File: src/hdl/obstacle_pkg.sv
package obstacle_pkg;

    ////////////////////////////////////////////////////////////
    // basic types
    ////////////////////////////////////////////////////////////

    // life cycle of the enemy pair
    typedef enum logic [1:0] {
        IDLE  = 2'b00,
        SPAWN = 2'b01,
        CHASE = 2'b10,
        DEATH = 2'b11
    } enemy_state_e;

    typedef logic [11:0] coord_t;   // horizontal or vertical screen position
    typedef logic [11:0] rgb_t;     // 4:4:4 colour
    typedef logic [6:0]  border_t;  // half-width of an enemy square

    ////////////////////////////////////////////////////////////
    // enemy geometry and colours
    ////////////////////////////////////////////////////////////

    localparam border_t ENEMY_SIZE_MAX = 7'd15;
    localparam coord_t  ENEMY_CENTER   = 12'd7;   // cursor offset to centre an enemy on it

    localparam rgb_t SLOW_COLOUR = 12'hff0;  // yellow
    localparam rgb_t FAST_COLOUR = 12'h00f;  // blue

    // play field edges
    localparam coord_t GAME_FIELD_TOP    = 12'd317;
    localparam coord_t GAME_FIELD_BOTTOM = 12'd617;
    localparam coord_t GAME_FIELD_LEFT   = 12'd361;
    localparam coord_t GAME_FIELD_RIGHT  = 12'd661;

    // spawn centres, slow enemy near the top left corner and fast one near the bottom right
    localparam coord_t SLOW_SPAWN_X = GAME_FIELD_LEFT + 12'd19;     // 380
    localparam coord_t SLOW_SPAWN_Y = GAME_FIELD_TOP + 12'd23;      // 340
    localparam coord_t FAST_SPAWN_X = GAME_FIELD_RIGHT - 12'd21;    // 640
    localparam coord_t FAST_SPAWN_Y = GAME_FIELD_BOTTOM - 12'd17;   // 600

    // menu code of the chase level
    localparam logic [3:0] CHASE_LEVEL = 4'd4;

endpackage

File: src/hdl/obstacle_ctrl_if.sv
`timescale 1ns/10ps

interface obstacle_ctrl_if (
    input logic clk
);
    import obstacle_pkg::*;

    enemy_state_e phase;        // current life cycle phase
    border_t      border;       // current half-width of both squares
    logic         grow_tick;    // one step of growth or shrink
    logic         life_expired; // chase time is over
    logic         spawn_load;   // round start, reload spawn points

    modport fsm (
        input  clk,
        input  grow_tick,
        input  life_expired,
        output phase,
        output border,
        output spawn_load
    );

    modport timer (input clk, input phase, output grow_tick, output life_expired);

    modport tracker (input clk, input phase, input spawn_load);

    modport overlay (input clk, input phase, input border);

endinterface

File: src/hdl/obstacle_fsm.sv
`timescale 1ns/10ps

module obstacle_fsm (
    input  logic         clk,
    input  logic         rst,
    input  logic         done_in,
    input  logic         menu_on,
    input  logic         play_selected,
    input  logic [3:0]   selected,
    obstacle_ctrl_if.fsm ctrl,
    output logic         done
);
    import obstacle_pkg::*;

    logic start;
    logic abort;

    // a round starts only from idle, on the done pulse of the previous stage
    assign start = (ctrl.phase == IDLE) && done_in && play_selected
                   && (selected == CHASE_LEVEL);

    assign abort = menu_on || !play_selected;  // player left the game

    // trackers reload on the same edge that enters spawn
    assign ctrl.spawn_load = start;

    ////////////////////////////////////////////////////////////
    // phase and size register
    ////////////////////////////////////////////////////////////

    always_ff @(posedge clk) begin
        if (rst) begin
            ctrl.phase  <= IDLE;
            ctrl.border <= '0;
            done        <= 1'b0;
        end else begin
            done <= 1'b0;

            case (ctrl.phase)
                IDLE: begin
                    if (start) begin
                        ctrl.phase  <= SPAWN;
                        ctrl.border <= '0;   // grow from a single pixel
                    end
                end

                SPAWN: begin
                    if (abort) begin
                        ctrl.phase <= IDLE;
                    end else if (ctrl.border == ENEMY_SIZE_MAX) begin
                        ctrl.phase <= CHASE;
                    end else if (ctrl.grow_tick) begin
                        ctrl.border <= ctrl.border + 1'b1;
                    end
                end

                CHASE: begin
                    if (abort) begin
                        ctrl.phase <= IDLE;
                    end else if (ctrl.life_expired) begin
                        ctrl.phase <= DEATH;   // start shrinking from full size
                    end
                end

                DEATH: begin
                    if (abort) begin
                        ctrl.phase <= IDLE;
                    end else if (ctrl.border == '0) begin
                        ctrl.phase <= IDLE;
                        done       <= 1'b1;   // hand over to the next game stage
                    end else if (ctrl.grow_tick) begin
                        ctrl.border <= ctrl.border - 1'b1;
                    end
                end

                default: begin
                    ctrl.phase <= IDLE;
                end
            endcase
        end
    end

endmodule

File: src/hdl/pace_timer.sv
`timescale 1ns/10ps

module pace_timer #(
    parameter int GROWTH_TICKS   = 3200000,
    parameter int LIFETIME_TICKS = 650000000
) (
    input  logic           clk,
    input  logic           rst,
    obstacle_ctrl_if.timer ctrl
);
    import obstacle_pkg::*;

    localparam int GROWTH_W = $clog2(GROWTH_TICKS + 2);
    localparam int LIFE_W   = $clog2(LIFETIME_TICKS + 1);

    localparam logic [GROWTH_W-1:0] GROWTH_LAST = GROWTH_W'(GROWTH_TICKS);
    localparam logic [LIFE_W-1:0]   LIFE_LAST   = LIFE_W'(LIFETIME_TICKS - 1);

    logic [GROWTH_W-1:0] growth_cnt;
    logic [LIFE_W-1:0]   life_cnt;
    logic                growth_active;

    // size changes only while the squares grow or shrink
    assign growth_active = (ctrl.phase == SPAWN) || (ctrl.phase == DEATH);

    assign ctrl.grow_tick = growth_active && (growth_cnt == GROWTH_LAST);

    // chase ends after LIFETIME_TICKS cycles in chase
    assign ctrl.life_expired = (ctrl.phase == CHASE) && (life_cnt == LIFE_LAST);

    ////////////////////////////////////////////////////////////
    // counters
    ////////////////////////////////////////////////////////////

    always_ff @(posedge clk) begin
        if (rst) begin
            growth_cnt <= '0;
        end else if (!growth_active || ctrl.grow_tick) begin
            growth_cnt <= '0;   // wrap after GROWTH_TICKS+1 cycles
        end else begin
            growth_cnt <= growth_cnt + 1'b1;
        end
    end

    always_ff @(posedge clk) begin
        if (rst) begin
            life_cnt <= '0;
        end else if (ctrl.phase != CHASE) begin
            life_cnt <= '0;
        end else if (!ctrl.life_expired) begin
            life_cnt <= life_cnt + 1'b1;   // holds at the last value
        end
    end

endmodule

File: src/hdl/chaser_tracker.sv
`timescale 1ns/10ps

module chaser_tracker #(
    parameter int                   MOVE_TICKS = 600000,
    parameter obstacle_pkg::coord_t SPAWN_X    = 12'd0,
    parameter obstacle_pkg::coord_t SPAWN_Y    = 12'd0
) (
    input  logic                 clk,
    input  logic                 rst,
    obstacle_ctrl_if.tracker     ctrl,
    input  obstacle_pkg::coord_t mouse_xpos,
    input  obstacle_pkg::coord_t mouse_ypos,
    output obstacle_pkg::coord_t center_x,
    output obstacle_pkg::coord_t center_y
);
    import obstacle_pkg::*;

    localparam int STEP_W = $clog2(MOVE_TICKS + 2);

    localparam logic [STEP_W-1:0] STEP_LAST = STEP_W'(MOVE_TICKS);

    // index 0 is the horizontal axis, index 1 the vertical one
    localparam coord_t SPAWN_PT [2] = '{SPAWN_X, SPAWN_Y};

    coord_t            target [2];
    coord_t            center [2];
    logic [STEP_W-1:0] step_cnt [2];

    // aim at the cursor shifted so the square ends up centred on it
    assign target[0] = mouse_xpos + ENEMY_CENTER;
    assign target[1] = mouse_ypos + ENEMY_CENTER;

    ////////////////////////////////////////////////////////////
    // one stepper per axis
    ////////////////////////////////////////////////////////////

    for (genvar a = 0; a < 2; a++) begin : g_axis
        logic aligned;
        logic expired;

        assign aligned = (center[a] == target[a]);
        assign expired = (step_cnt[a] == STEP_LAST);

        always_ff @(posedge clk) begin
            if (rst) begin
                center[a]   <= SPAWN_PT[a];
                step_cnt[a] <= '0;
            end else if (ctrl.spawn_load) begin
                center[a]   <= SPAWN_PT[a];   // new round
                step_cnt[a] <= '0;
            end else if (ctrl.phase != CHASE || aligned) begin
                step_cnt[a] <= '0;   // restart the pace on every misalignment
            end else if (expired) begin
                step_cnt[a] <= '0;
                if (center[a] < target[a]) begin
                    center[a] <= center[a] + 1'b1;   // right or down
                end else begin
                    center[a] <= center[a] - 1'b1;   // left or up
                end
            end else begin
                step_cnt[a] <= step_cnt[a] + 1'b1;
            end
        end
    end

    assign center_x = center[0];
    assign center_y = center[1];

endmodule

File: src/hdl/sprite_overlay.sv
`timescale 1ns/10ps

module sprite_overlay (
    input  logic                 clk,
    input  logic                 rst,
    obstacle_ctrl_if.overlay     ctrl,
    input  obstacle_pkg::coord_t hcount,
    input  obstacle_pkg::coord_t vcount,
    input  obstacle_pkg::rgb_t   rgb_in,
    input  obstacle_pkg::coord_t slow_x,
    input  obstacle_pkg::coord_t slow_y,
    input  obstacle_pkg::coord_t fast_x,
    input  obstacle_pkg::coord_t fast_y,
    output obstacle_pkg::rgb_t   rgb_out,
    output obstacle_pkg::coord_t obstacle_x,
    output obstacle_pkg::coord_t obstacle_y
);
    import obstacle_pkg::*;

    logic slow_hit;
    logic fast_hit;

    // c-b <= p <= c+b, kept in 13 bits so nothing wraps near the screen edge
    function automatic logic in_span(coord_t p, coord_t c, border_t b);
        logic [12:0] p_ext;
        logic [12:0] c_ext;
        logic [12:0] b_ext;
        p_ext = {1'b0, p};
        c_ext = {1'b0, c};
        b_ext = {6'd0, b};
        return (p_ext + b_ext >= c_ext) && (p_ext <= c_ext + b_ext);
    endfunction

    assign slow_hit = in_span(hcount, slow_x, ctrl.border)
                      && in_span(vcount, slow_y, ctrl.border);
    assign fast_hit = in_span(hcount, fast_x, ctrl.border)
                      && in_span(vcount, fast_y, ctrl.border);

    ////////////////////////////////////////////////////////////
    // output stage, one cycle behind hcount and vcount
    ////////////////////////////////////////////////////////////

    always_ff @(posedge clk) begin
        if (rst) begin
            rgb_out    <= '0;
            obstacle_x <= '0;
            obstacle_y <= '0;
        end else begin
            rgb_out    <= rgb_in;   // background by default
            obstacle_x <= '0;
            obstacle_y <= '0;

            if (ctrl.phase != IDLE) begin
                if (slow_hit) begin
                    rgb_out <= SLOW_COLOUR;   // slow enemy drawn on top
                end else if (fast_hit) begin
                    rgb_out <= FAST_COLOUR;
                end
            end

            // collisions count only while the enemies chase
            if (ctrl.phase == CHASE && (slow_hit || fast_hit)) begin
                obstacle_x <= hcount;
                obstacle_y <= vcount;
            end
        end
    end

endmodule

File: src/hdl/obstacle_top.sv
`timescale 1ns/10ps

module obstacle_top #(
    parameter int GROWTH_TICKS   = 3200000,
    parameter int MOVE_TICKS     = 600000,
    parameter int LIFETIME_TICKS = 650000000
) (
    input  logic                 clk,
    input  logic                 rst,
    input  logic                 done_in,
    input  logic                 menu_on,
    input  logic                 play_selected,
    input  logic [3:0]           selected,
    input  obstacle_pkg::coord_t hcount,
    input  obstacle_pkg::coord_t vcount,
    input  obstacle_pkg::coord_t mouse_xpos,
    input  obstacle_pkg::coord_t mouse_ypos,
    input  obstacle_pkg::rgb_t   rgb_in,
    output obstacle_pkg::rgb_t   rgb_out,
    output obstacle_pkg::coord_t obstacle_x,
    output obstacle_pkg::coord_t obstacle_y,
    output logic                 done
);
    import obstacle_pkg::*;

    coord_t slow_x;
    coord_t slow_y;
    coord_t fast_x;
    coord_t fast_y;

    obstacle_ctrl_if ctrl (.clk(clk));

    ////////////////////////////////////////////////////////////
    // control
    ////////////////////////////////////////////////////////////

    obstacle_fsm u_fsm (
        .clk           (clk),
        .rst           (rst),
        .done_in       (done_in),
        .menu_on       (menu_on),
        .play_selected (play_selected),
        .selected      (selected),
        .ctrl          (ctrl.fsm),
        .done          (done)
    );

    pace_timer #(
        .GROWTH_TICKS   (GROWTH_TICKS),
        .LIFETIME_TICKS (LIFETIME_TICKS)
    ) u_timer (
        .clk  (clk),
        .rst  (rst),
        .ctrl (ctrl.timer)
    );

    ////////////////////////////////////////////////////////////
    // enemies and drawing
    ////////////////////////////////////////////////////////////

    chaser_tracker #(
        .MOVE_TICKS (MOVE_TICKS),
        .SPAWN_X    (SLOW_SPAWN_X),
        .SPAWN_Y    (SLOW_SPAWN_Y)
    ) u_slow (
        .clk        (clk),
        .rst        (rst),
        .ctrl       (ctrl.tracker),
        .mouse_xpos (mouse_xpos),
        .mouse_ypos (mouse_ypos),
        .center_x   (slow_x),
        .center_y   (slow_y)
    );

    // twice the speed of the slow one
    chaser_tracker #(
        .MOVE_TICKS (MOVE_TICKS / 2),
        .SPAWN_X    (FAST_SPAWN_X),
        .SPAWN_Y    (FAST_SPAWN_Y)
    ) u_fast (
        .clk        (clk),
        .rst        (rst),
        .ctrl       (ctrl.tracker),
        .mouse_xpos (mouse_xpos),
        .mouse_ypos (mouse_ypos),
        .center_x   (fast_x),
        .center_y   (fast_y)
    );

    sprite_overlay u_overlay (
        .clk        (clk),
        .rst        (rst),
        .ctrl       (ctrl.overlay),
        .hcount     (hcount),
        .vcount     (vcount),
        .rgb_in     (rgb_in),
        .slow_x     (slow_x),
        .slow_y     (slow_y),
        .fast_x     (fast_x),
        .fast_y     (fast_y),
        .rgb_out    (rgb_out),
        .obstacle_x (obstacle_x),
        .obstacle_y (obstacle_y)
    );

endmodule

File: config.mk
export PLATFORM = sky130hd
export DESIGN_NAME = obstacle_top
export DESIGN_NICKNAME = d
export VERILOG_FILES = /design/src/hdl/obstacle_pkg.sv /design/src/hdl/obstacle_ctrl_if.sv /design/src/hdl/obstacle_fsm.sv /design/src/hdl/pace_timer.sv /design/src/hdl/chaser_tracker.sv /design/src/hdl/sprite_overlay.sv /design/src/hdl/obstacle_top.sv
export SDC_FILE = /design/constraint.sdc
export NUM_CORES = 1
export LEC_CHECK = 0
export BUFFER_PORTS_ARGS = -buffer_cell sky130_fd_sc_hd__buf_2
export CORE_MARGIN = 1.5
export CORE_UTILIZATION = 30
export DETAILED_ROUTE_END_ITERATION = 8
export SLEW_MARGIN = 0
export SYNTH_ARGS = -nofsm -noshare
export SYNTH_HDL_FRONTEND = slang
export SYNTH_SLANG_ARGS = --single-unit
File: constraint.sdc
create_clock -name clk -period 5 [get_ports clk]
set_clock_uncertainty 0.15 [all_clocks]
set_input_delay 1 -clock clk [delete_from_list [all_inputs] [get_ports clk]]
set_output_delay 1 -clock clk [all_outputs]
set_load 0.05 [all_outputs]
## Word level (Yosys, flattened, before mapping)

Memory sizes are Yosys's and may differ from the RTL's.
Index checks and enable logic that the tools add are counted.

- Logic and storage cells: 293
- Bits in registers: 98
- RAM bits: 126
- ROM bits: 0
- Memories: 4
- Input port bits: 69
- Bits in latches: 0
- Output and inout port bits: 37

Memories:

| name | words | bits a word | read ports | clocked after memory_dff | write ports | line | RTL |
|---|---|---|---|---|---|---|---|
| u_slow.step_cnt | 2 | 20 | 2 | 0 | 2 | chaser_tracker.sv:27 | `logic [STEP_W-1:0] step_cnt [2];` |
| u_fast.step_cnt | 2 | 19 | 2 | 0 | 2 | chaser_tracker.sv:27 |  |
| u_fast.center | 2 | 12 | 2 | 0 | 2 | chaser_tracker.sv:26 | `coord_t center [2];` |
| u_slow.center | 2 | 12 | 2 | 0 | 2 | chaser_tracker.sv:26 |  |

- Order comparisons: 12
- Bitwise operators: 30
- Add/sub/neg operators: 24
- Shift-type cells: 0
- Eq/ne operators: 26
- Multiplexer cells: 157
- Multiply operators: 0
- Div/mod/pow operators: 0
- Reduce and logical (&&, ||, !) cells: 32

Operators by type and width:

| kind | count |
|---|---|
| 2-to-1 mux 12 bit | 15 |
| 2-to-1 mux 20 bit | 8 |
| 2-to-1 mux 19 bit | 8 |
| 2-to-1 mux 1 bit | 110 |
| adder 12 x 7 -> 13 bit | 6 |
| greater-or-equal comparator 13 x 12 -> 1 bit | 4 |
| <= comparator 12 x 13 -> 1 bit | 4 |
| 2-to-1 mux 7 bit | 7 |
| adder 12 x 1 -> 12 bit, second input constant | 4 |
| == test 12 bit | 4 |
| less-than comparator 12 bit | 4 |
| subtractor 12 x 1 -> 12 bit, second input constant | 4 |
| adder 20 x 1 -> 20 bit, second input constant | 2 |
| == test 20 bit, second input constant | 2 |
| adder 19 x 1 -> 19 bit, second input constant | 2 |
| == test 19 bit, second input constant | 2 |
| adder 30 x 1 -> 30 bit, second input constant | 1 |
| == test 30 bit, second input constant | 1 |
| bitwise OR 1 bit | 28 |
| adder 12 x 3 -> 12 bit, second input constant | 2 |
| adder 22 x 1 -> 22 bit, second input constant | 1 |
| == test 22 bit, second input constant | 1 |
| case mux 7 bit (3 select lines) | 1 |
| 2-to-1 mux 2 bit | 7 |
| other kinds (23) | 53 |

## Longest topological paths before layout

Gate-level depths: netlist of the first run.

- Depth after elaboration: 11
- Depth in mapped cells: 19
- Mapped depth without buffers: 18

## Modules after synthesis

A second synthesis of the first run with hierarchy kept.

- Cell total of the unflattened synthesis: 2071
- Area total of the unflattened synthesis: 18342.6 um^2

By module, submodules not included:

| module | times used | sequential area each (um^2) | area an instance (um^2) | cells each |
|---|---|---|---|---|
| sprite_overlay | 1 | 720.7 | 5552.8 | 686 |
| chaser_tracker (u_slow) | 1 | 1921.8 | 4727.0 | 491 |
| chaser_tracker (u_fast) | 1 | 1861.8 | 4673.2 | 492 |
| pace_timer | 1 | 1041.0 | 2487.4 | 284 |
| obstacle_fsm | 1 | 200.2 | 902.1 | 118 |

## Least setup slack after synthesis of the first run

No wires, ideal clock.

- Path kind: input -> register
- Start: input hcount[1]
- End: register u_overlay.obstacle_x[0]
- Stages: 17
- Data arrival time: 4154 ps
- Setup slack: 558 ps
- Buffers on the path: 1
- Required time: 4713 ps
- Setup time: 137 ps
- Cell sequence: ha_1 > a21o_1 > a21oi_1 > nor2b_1 > o21a_1 > o41ai_1 > nor2_1 > xor2_1 > ha_1 > o21a_1 > o21ai_0 > nor2_1 > a211oi_1 > a311oi_1 > o21ai_1 > clkbuf_1 > a211oi_1

- Word-level cells in the longest chain between the ends: 8
- Elaborated cells on any way between the ends: 13
- Those cells by class: add/sub (1); order compare (4); bitwise (1); reduce/logical (7)

RTL lines:

| item | line | RTL |
|---|---|---|
| start, declared | obstacle_top.sv:14 | `input obstacle_pkg::coord_t hcount,` |
| adder 12 x 7 -> 13 bit | sprite_overlay.sv:31 | `return (p_ext + b_ext >= c_ext) && (p_ext <= c_ext + b_ext);` |
| greater-or-equal comparator 13 x 12 -> 1 bit | sprite_overlay.sv:31 |  |
| logical AND 1 bit | sprite_overlay.sv:31 |  |
| logical AND 1 bit (on tied branches) | sprite_overlay.sv:35, sprite_overlay.sv:37 |  |
| logical OR 1 bit * | sprite_overlay.sv:62 | `if (ctrl.phase == CHASE && (slow_hit \|\| fast_hit)) begin` |
| logical AND 1 bit * | sprite_overlay.sv:62 |  |
| NOT 1 bit (no source line) * | - |  |
| OR reduction 2 bit (no source line) * | - |  |
| end signal, assigned | sprite_overlay.sv:63 | `obstacle_x <= hcount;` |
| end, declared | sprite_overlay.sv:15 | `output obstacle_pkg::coord_t obstacle_x,` |

Every way passes the cells marked *; elsewhere a longest branch is shown, timed or not.
A chain may end at the register's enable or synchronous reset.

## Final worst setup path of the first run

- Start: register u_fsm.ctrl.border[0]
- End: register u_overlay.obstacle_y[11]

- Word-level cells in the longest chain between the ends: 8
- Elaborated cells on any way between the ends: 24
- Those cells by class: add/sub (6); order compare (8); bitwise (1); reduce/logical (9)

RTL lines:

| item | line | RTL |
|---|---|---|
| start, declared | obstacle_ctrl_if.sv:19 | `output border,` |
| start signal, assigned | obstacle_fsm.sv:53 | `ctrl.border <= ctrl.border + 1'b1;` |
| start signal, assigned | obstacle_fsm.sv:72 | `ctrl.border <= ctrl.border - 1'b1;` |
| adder 12 x 7 -> 13 bit | sprite_overlay.sv:31 |  |
| greater-or-equal comparator 13 x 12 -> 1 bit / <= comparator 12 x 13 -> 1 bit (equally long branches) | sprite_overlay.sv:31 |  |
| logical AND 1 bit | sprite_overlay.sv:31 |  |
| logical AND 1 bit (on tied branches) | sprite_overlay.sv:35, sprite_overlay.sv:37 |  |
| logical OR 1 bit * | sprite_overlay.sv:62 |  |
| logical AND 1 bit * | sprite_overlay.sv:62 |  |
| NOT 1 bit (no source line) * | - |  |
| OR reduction 2 bit (no source line) * | - |  |
| end signal, assigned | sprite_overlay.sv:64 | `obstacle_y <= vcount;` |
| end, declared | sprite_overlay.sv:16 | `output obstacle_pkg::coord_t obstacle_y` |

Marked as above.

==> qor.yml, run 1 <==
layout:
  nFillCells: 5846
  drive_gt1_frac: 0.0945
  num_antenna_cells: 0
  area_growth_pct: 16.7
  nets: 2414
  final_cell_count_no_fill: 2905
sta:
  maxSlewHeadroom: 0.447
  fmaxAchievable_mhz: 215
  slew_violations: 0
  tns_ns: 0
  rsz0062_at_grt: "no"
  tightest_slew_ns: 0.823
  fin_crit_ns: 4.66
  setup_viol: 0
  hold_viol: 0
  finalCritPeriodShare: 0.932
status:
  status: "complete, no violations"
cts:
  htreeDepth: 1
  root_buffer: "clkbuf_16"
  cts_hold_buf: 0
  cts_buffers: 29
  clkTransAtPathRegs_ns: 0.06
  post_cts_resized: 0
  cts.sinks: 224
  cts_setup_buffers: 0
  cts_buffer_depth: 3
  cts_tree: "yes"
  clkLatencyLatePin_ns: 0.60
setup_path:
  arrival_ns: 5.00
  crit_required_ns: 5.34
  crit_path_cell_trace: "buf_4 -> ha_1 -> inv_1 -> fa_1 -> nor2b_1 -> o31ai_1 -> nand2_1 -> a211oi_1 -> or2_2 -> ha_1 -> a21o_1 -> a21o_1 -> a2111oi_0 -> o21ai_0 -> a311oi_1 -> o21ai_4 -> buf_12 -> a211oi_1"
  critical_path.endpoint: "u_overlay.obstacle_y[11]$_SDFF_PP0_"
  slowest_delay_ns: 0.48
  cp-end-kind: "flop"
  startpoint: "u_fsm.ctrl.border[0]$_SDFFE_PP0P_"
  rrSetupSlack_ns: 0.34
  crit_slowest_cell: "dfxtp_1"
  reg2reg_to: "u_overlay.obstacle_y[11]$_SDFF_PP0_"
  reg2reg_depth: 18
  worst-path-stages: 18
  path_max_fanout: 22
  path_delay_family: "compound AO/OA/AOI/OAI gates"
  crit_buf_inv: 3
  r2r_start: "u_fsm.ctrl.border[0]$_SDFFE_PP0P_"
  crit_path_start_kind: "flop"
  worstSetupPathType: "flop to flop"
grt:
  antenna_found_initial: 2
  grt_overflow: 0
  track_usage: 0.153
  grt_max_degree: 28
  grt_pass1_wl_um: 74200
  grt_pass1_vias: 14400
logic_synthesis:
  yosys-top-cells-area: "edfxtp_1 22%, ha_1 15%, dfxtp_1 11%, xnor2_1 6.2%, nor2_1 5.5%"
  yosysTopAreaCell: "edfxtp_1"
  synth-edff-count: 126
  netlist_instances: 1921
  syn_avg_cell_area_um2: 8.92
  synth_common_cells: "253 x nor2_1, 212 x ha_1, 146 x nand2_1, 126 x edfxtp_1, 121 x xnor2_1"
  yosys_warnings: 0
  ys_async_sr_fraction: 0
  ys_ff_latch: 224
  seq_area_frac_synth: 0.335
  synthDistinctLibCells: 71
  synthesis.area_um2: 17100
  synth.top_cell.area_share: 0.221
  yosysMostFrequentCell: "nor2_1"
  ys.flop_type: "edfxtp_1"
die:
  pin_count: 106
  placement_rows: 87
  start_util: 0.304
  coreArea_um2: 56400
  dieArea_um2: 58600
  chipHeight_um: 242
  die_w_um: 242
placed_design:
  dp.cells: 2851
  dp_hpwl_um: 35700
  routabilityCongestion: 0.882
  port_buffers: 105
power:
  vdd_drop_max_mv: 0.258
  p_leak_nw: 8.05
  powerDensity_nw_per_um2: 233
hold_path:
  min_path_cells: 1
  min-delay-path-class: "flop to flop"
detailed_routing:
  viasPerCell: 5.00
  drtAntennaViolNets: 0
  drtIter0Drc: 832
  num_vias: 14500
  dr.pass1.iters: 5
  routedWlPerCell_um: 15.7
  drc: 0
  routed_wl_um: 45600
job:
  cap_violations: 0
## through the flow
stage / total power [W] / utilization / setup WS (ns) / area [µm²] / hold slack (ns)
after global routing: 0.00487 / 0.355 / 0.0460 / 20000 / 0.371
final: 0.00465 / 0.355 / 0.341 / 20000 / 0.334
after detailed placement: 0.00258 / 0.337 / 0.104 / 19000 / 0.325
after floorplan: 0.00240 / - / 0.558 / 17400 / 0.292
after global placement: 0.00256 / 0.337 / 0.209 / 19000 / 0.310
after CTS: 0.00473 / 0.355 / 0.337 / 20000 / 0.336
## metal layers
metal,up-vias,global-route usage,share of wire
met2,309,0.250,0.44
li1,7287,-,-
met4,4,0.0414,0.027
met1,6848,0.211,0.49
met3,83,0.0216,0.041
met5,-,0,0.00066
## flip-flops by register name, indices dropped and copies added (netlist names)
register,cells
u_fast.step_cnt,38
u_timer.growth_cnt,22
u_overlay.rgb_out,12
u_slow.center,24
u_timer.life_cnt,30
u_overlay.obstacle_y,12
u_overlay.obstacle_x,12
u_fsm.ctrl.border,7
u_slow.step_cnt,40
u_fsm.done,1
u_fast.center,24
u_fsm.ctrl.phase,2
## kinds of logic (layout without fill, tap and decap cells)
kind of cell               after synthesis  count (layout)  share of synthesized area
xor gates and xnor gates               223             223                      0.114
AOI/OAI and AO/OA                      300             300                      0.116
adders and majority gates              219             219                      0.163
other                                    1              78                   0.000219
muxes                                   24              24                     0.0140
and+or+nand+nor                        792             792                      0.226
buffers and inverters                  138             289                     0.0310
DFF                                    224             224                      0.335
## report_power, final
part	total (W)	switching (W)	internal [W]	leakage (nW)
Combinational	0.000516	0.000307	0.000210	5.54
Sequential	0.00203	0.0000503	0.00198	2.04
Clock	0.00211	0.000883	0.00122	0.475
Total	0.00465	0.00124	0.00341	8.05
## area by class of cell
cell class / instances / area [µm²] / share of cell area
clock buffers: 37 / 820 / 0.0410
clock inverters: 17 / 151 / 0.00757
inverters: 102 / 383 / 0.0191
multi-input cells: 1636 / 11200 / 0.560
flip-flops and latches: 224 / 5750 / 0.287
well taps: 756 / 946 / 0.0473
repair buffers: 133 / 761 / 0.0380
## placed cells by master, fill, tap and decap left out, drive strengths merged, types with 8 or more instances in the layout
cell type and instances:
xnor2 121, o21bai 8, o32ai 8, ha 212, and4 9, and3 44
o21a 24, nor2b 26, mux2i 24, buf 133, nand3 109, clkbuf 37
conb 78, o21ai 44, nand2 146, a21o 35, nor2 253, o211ai 12
dfxtp 98, nor3 46, a21oi 92, xor2 102, nor4 14, edfxtp 126
a211oi 14, nand4 58, clkinv 13, or4 11, inv 103, or3 16
nand2b 22, and2 9
## worst min-delay path by stage
| stage | startpoint | end |
|---|---|---|
| after floorplan | u_timer.growth_cnt[0]$_SDFF_PP0_ | u_timer.growth_cnt[0]$_SDFF_PP0_ |
| after global placement | u_timer.growth_cnt[0]$_SDFF_PP0_ | u_timer.growth_cnt[0]$_SDFF_PP0_ |
| after detailed placement | u_timer.growth_cnt[0]$_SDFF_PP0_ | u_timer.growth_cnt[0]$_SDFF_PP0_ |
| after CTS | u_timer.growth_cnt[0]$_SDFF_PP0_ | u_timer.growth_cnt[0]$_SDFF_PP0_ |
| after global routing | u_timer.growth_cnt[0]$_SDFF_PP0_ | u_timer.growth_cnt[0]$_SDFF_PP0_ |
| final | u_timer.growth_cnt[0]$_SDFF_PP0_ | u_timer.growth_cnt[0]$_SDFF_PP0_ |
No activity file was read; power rests on OpenSTA's default activity.
==> run 2: changes to the inputs <==
Settings changed: BUFFER_PORTS_ARGS -buffer_cell sky130_fd_sc_hd__buf_2 to default, DONT_BUFFER_PORTS from default to 1.
==> run 2 against run 1 <==
Against the previous run: critical path depth decreased by 1; final area decreased by 3.0%; die area unchanged; cell count down 3.9%; setup slack lost 0.063 ns; critical endpoint is now u_overlay.rgb_out[0]$_SDFF_PP0_; highest routed layer is now met4.
==> qor.yml, run 2 (same netlist as run 1, synthesis figures left out) <==
status:
  status: "complete, no violations"
sta:
  tightest_slew_ns: 0.878
  tns_ns: 0
  fin_crit_ns: 4.72
  slew_violations: 0
  holdWs_ns: 0.332
  hold_viol: 0
  finalCritPeriodShare: 0.944
  fmaxAchievable_mhz: 212
  maxSlewHeadroom: 0.407
  rsz0062_at_grt: "no"
  setup_viol: 0
layout:
  layout_common_cells: "252 x nor2_1, 212 x ha_1, 146 x nand2_1"
  largest_register_ffs: 40
  drive_gt1_frac: 0.0442
  final_common_cell: "nor2_1"
  reg_top3: "u_slow.step_cnt x40, u_fast.step_cnt x38, u_timer.life_cnt x30"
  nets: 2301
  nFillCells: 5853
  num_antenna_cells: 0
  final_area_um2: 19400
  regMostFlops: "u_slow.step_cnt"
  area_growth_pct: 13.1
die:
  start_util: 0.304
  pin_count: 106
  coreArea_um2: 56400
  chipHeight_um: 242
  dieArea_um2: 58600
  die_w_um: 242
  placement_rows: 87
grt:
  use_met1: 0.201
  grt_pass1_vias: 14200
  track_usage: 0.151
  antenna_found_initial: 0
  grt_pass1_wl_um: 73300
  grt_overflow: 0
  use_met2: 0.246
  top_usage_layer: "met2"
  grtUsageMet3: 0.0246
  grt_max_degree: 37
power:
  powerDensity_nw_per_um2: 235
  vdd_drop_max_mv: 0.258
  p_leak_nw: 7.55
hold_path:
  min-delay-path-class: "flop to flop"
  min_path_cells: 1
detailed_routing:
  drc: 0
  num_vias: 14200
  dr.pass1.iters: 5
  drtAntennaViolNets: 0
  routedWlPerCell_um: 16.0
  routed_wl_um: 44500
  viasPerCell: 5.09
  drtIter0Drc: 871
cts:
  cts_buffers: 28
  clkLatencyLatePin_ns: 0.58
  cts_setup_buffers: 0
  cts.sinks: 224
  post_cts_resized: 0
  cts_buffer_depth: 3
  htreeDepth: 1
  root_buffer: "clkbuf_16"
  cts_hold_buf: 0
  clkTransAtPathRegs_ns: 0.06
  cts_tree: "yes"
placed_design:
  routabilityCongestion: 0.858
  place_area_um2: 18400
  dp_hpwl_um: 35000
  port_buffers: 0
setup_path:
  path_max_fanout: 12
  crit_required_ns: 5.37
  arrival_ns: 5.09
  reg2reg_depth: 17
  cp-end-kind: "flop"
  crit_path_start_kind: "flop"
  worstSetupPathType: "flop to flop"
job:
  cap_violations: 0
==> run 2: cell types whose count changed in the layout (fill, tap and decap cells not counted), sizes merged <==
cell and delta:
clkbuf +9, buf -112, clkinv -7, inv -1
bufinv -1, clkinvlp -2
==> run 2: power by group <==
part	total, W	switching, W	internal (W)	leakage, nW
clock	0.00206	0.000827	0.00124	0.477
sequential	0.00205	0.0000693	0.00198	2.04
combinational	0.000438	0.000252	0.000186	5.04
total	0.00455	0.00115	0.00340	7.55
==> run 2: worst paths after layout <==
path | from | endpoint | slack [ns]
max | u_fast.center[1][1]$_SDFFCE_PN0P_ | u_overlay.rgb_out[0]$_SDFF_PP0_ | 0.28
min | u_timer.growth_cnt[0]$_SDFF_PP0_ | u_timer.growth_cnt[0]$_SDFF_PP0_ | 0.33
max reg2reg | u_fast.center[1][1]$_SDFFCE_PN0P_ | u_overlay.rgb_out[0]$_SDFF_PP0_ | 0.28
min reg2reg | u_timer.growth_cnt[0]$_SDFF_PP0_ | u_timer.growth_cnt[0]$_SDFF_PP0_ | 0.33
==> run 2: final cells by class <==
cell class / count / area [µm²] / share of cell area
clock buffers: 46 / 908 / 0.0469
clock inverters: 6 / 46.3 / 0.00239
inverters: 102 / 383 / 0.0197
multi-input cells: 1636 / 11200 / 0.577
flip-flops and latches: 224 / 5750 / 0.296
well taps: 756 / 946 / 0.0488
repair buffers: 21 / 170 / 0.00878
==> run 2: routing by layer <==
metal / wire length (µm) / vias up
met2: 19800 / 325
li1: - / 7042
met5: 0 / -
met3: 2100 / 101
met4: 1650 / 0
met1: 21000 / 6732
==> run 2: metrics by stage <==
stage | total power, W | instances | util | worst slack, ns
5_1_grt | 0.00474 | 2791 | 0.344 | 0.112
2_1_floorplan | 0.00240 | 1998 | - | 0.558
3_3_place_gp | 0.00250 | 2739 | 0.327 | 0.287
6_report | 0.00455 | 2791 | 0.344 | 0.278
4_1_cts | 0.00461 | 2791 | 0.344 | 0.300
3_5_place_dp | 0.00252 | 2739 | 0.327 | 0.239
==> run 2: critical path: stages, from the launching register on <==
cell,delay (ns)
edfxtp_1,0.51
ha_1,0.34
a21o_1,0.18
a21oi_1,0.20
nor2b_1,0.08
o21a_1,0.18
o41ai_1,0.72
nor2_1,0.15
xnor2_1,0.17
ha_1,0.31
nand3_1,0.13
nor2_1,0.08
a21boi_0,0.13
o31ai_1,0.30
a41o_1,0.16
nor4bb_2,0.36
buf_4,0.28
o221a_2,0.21
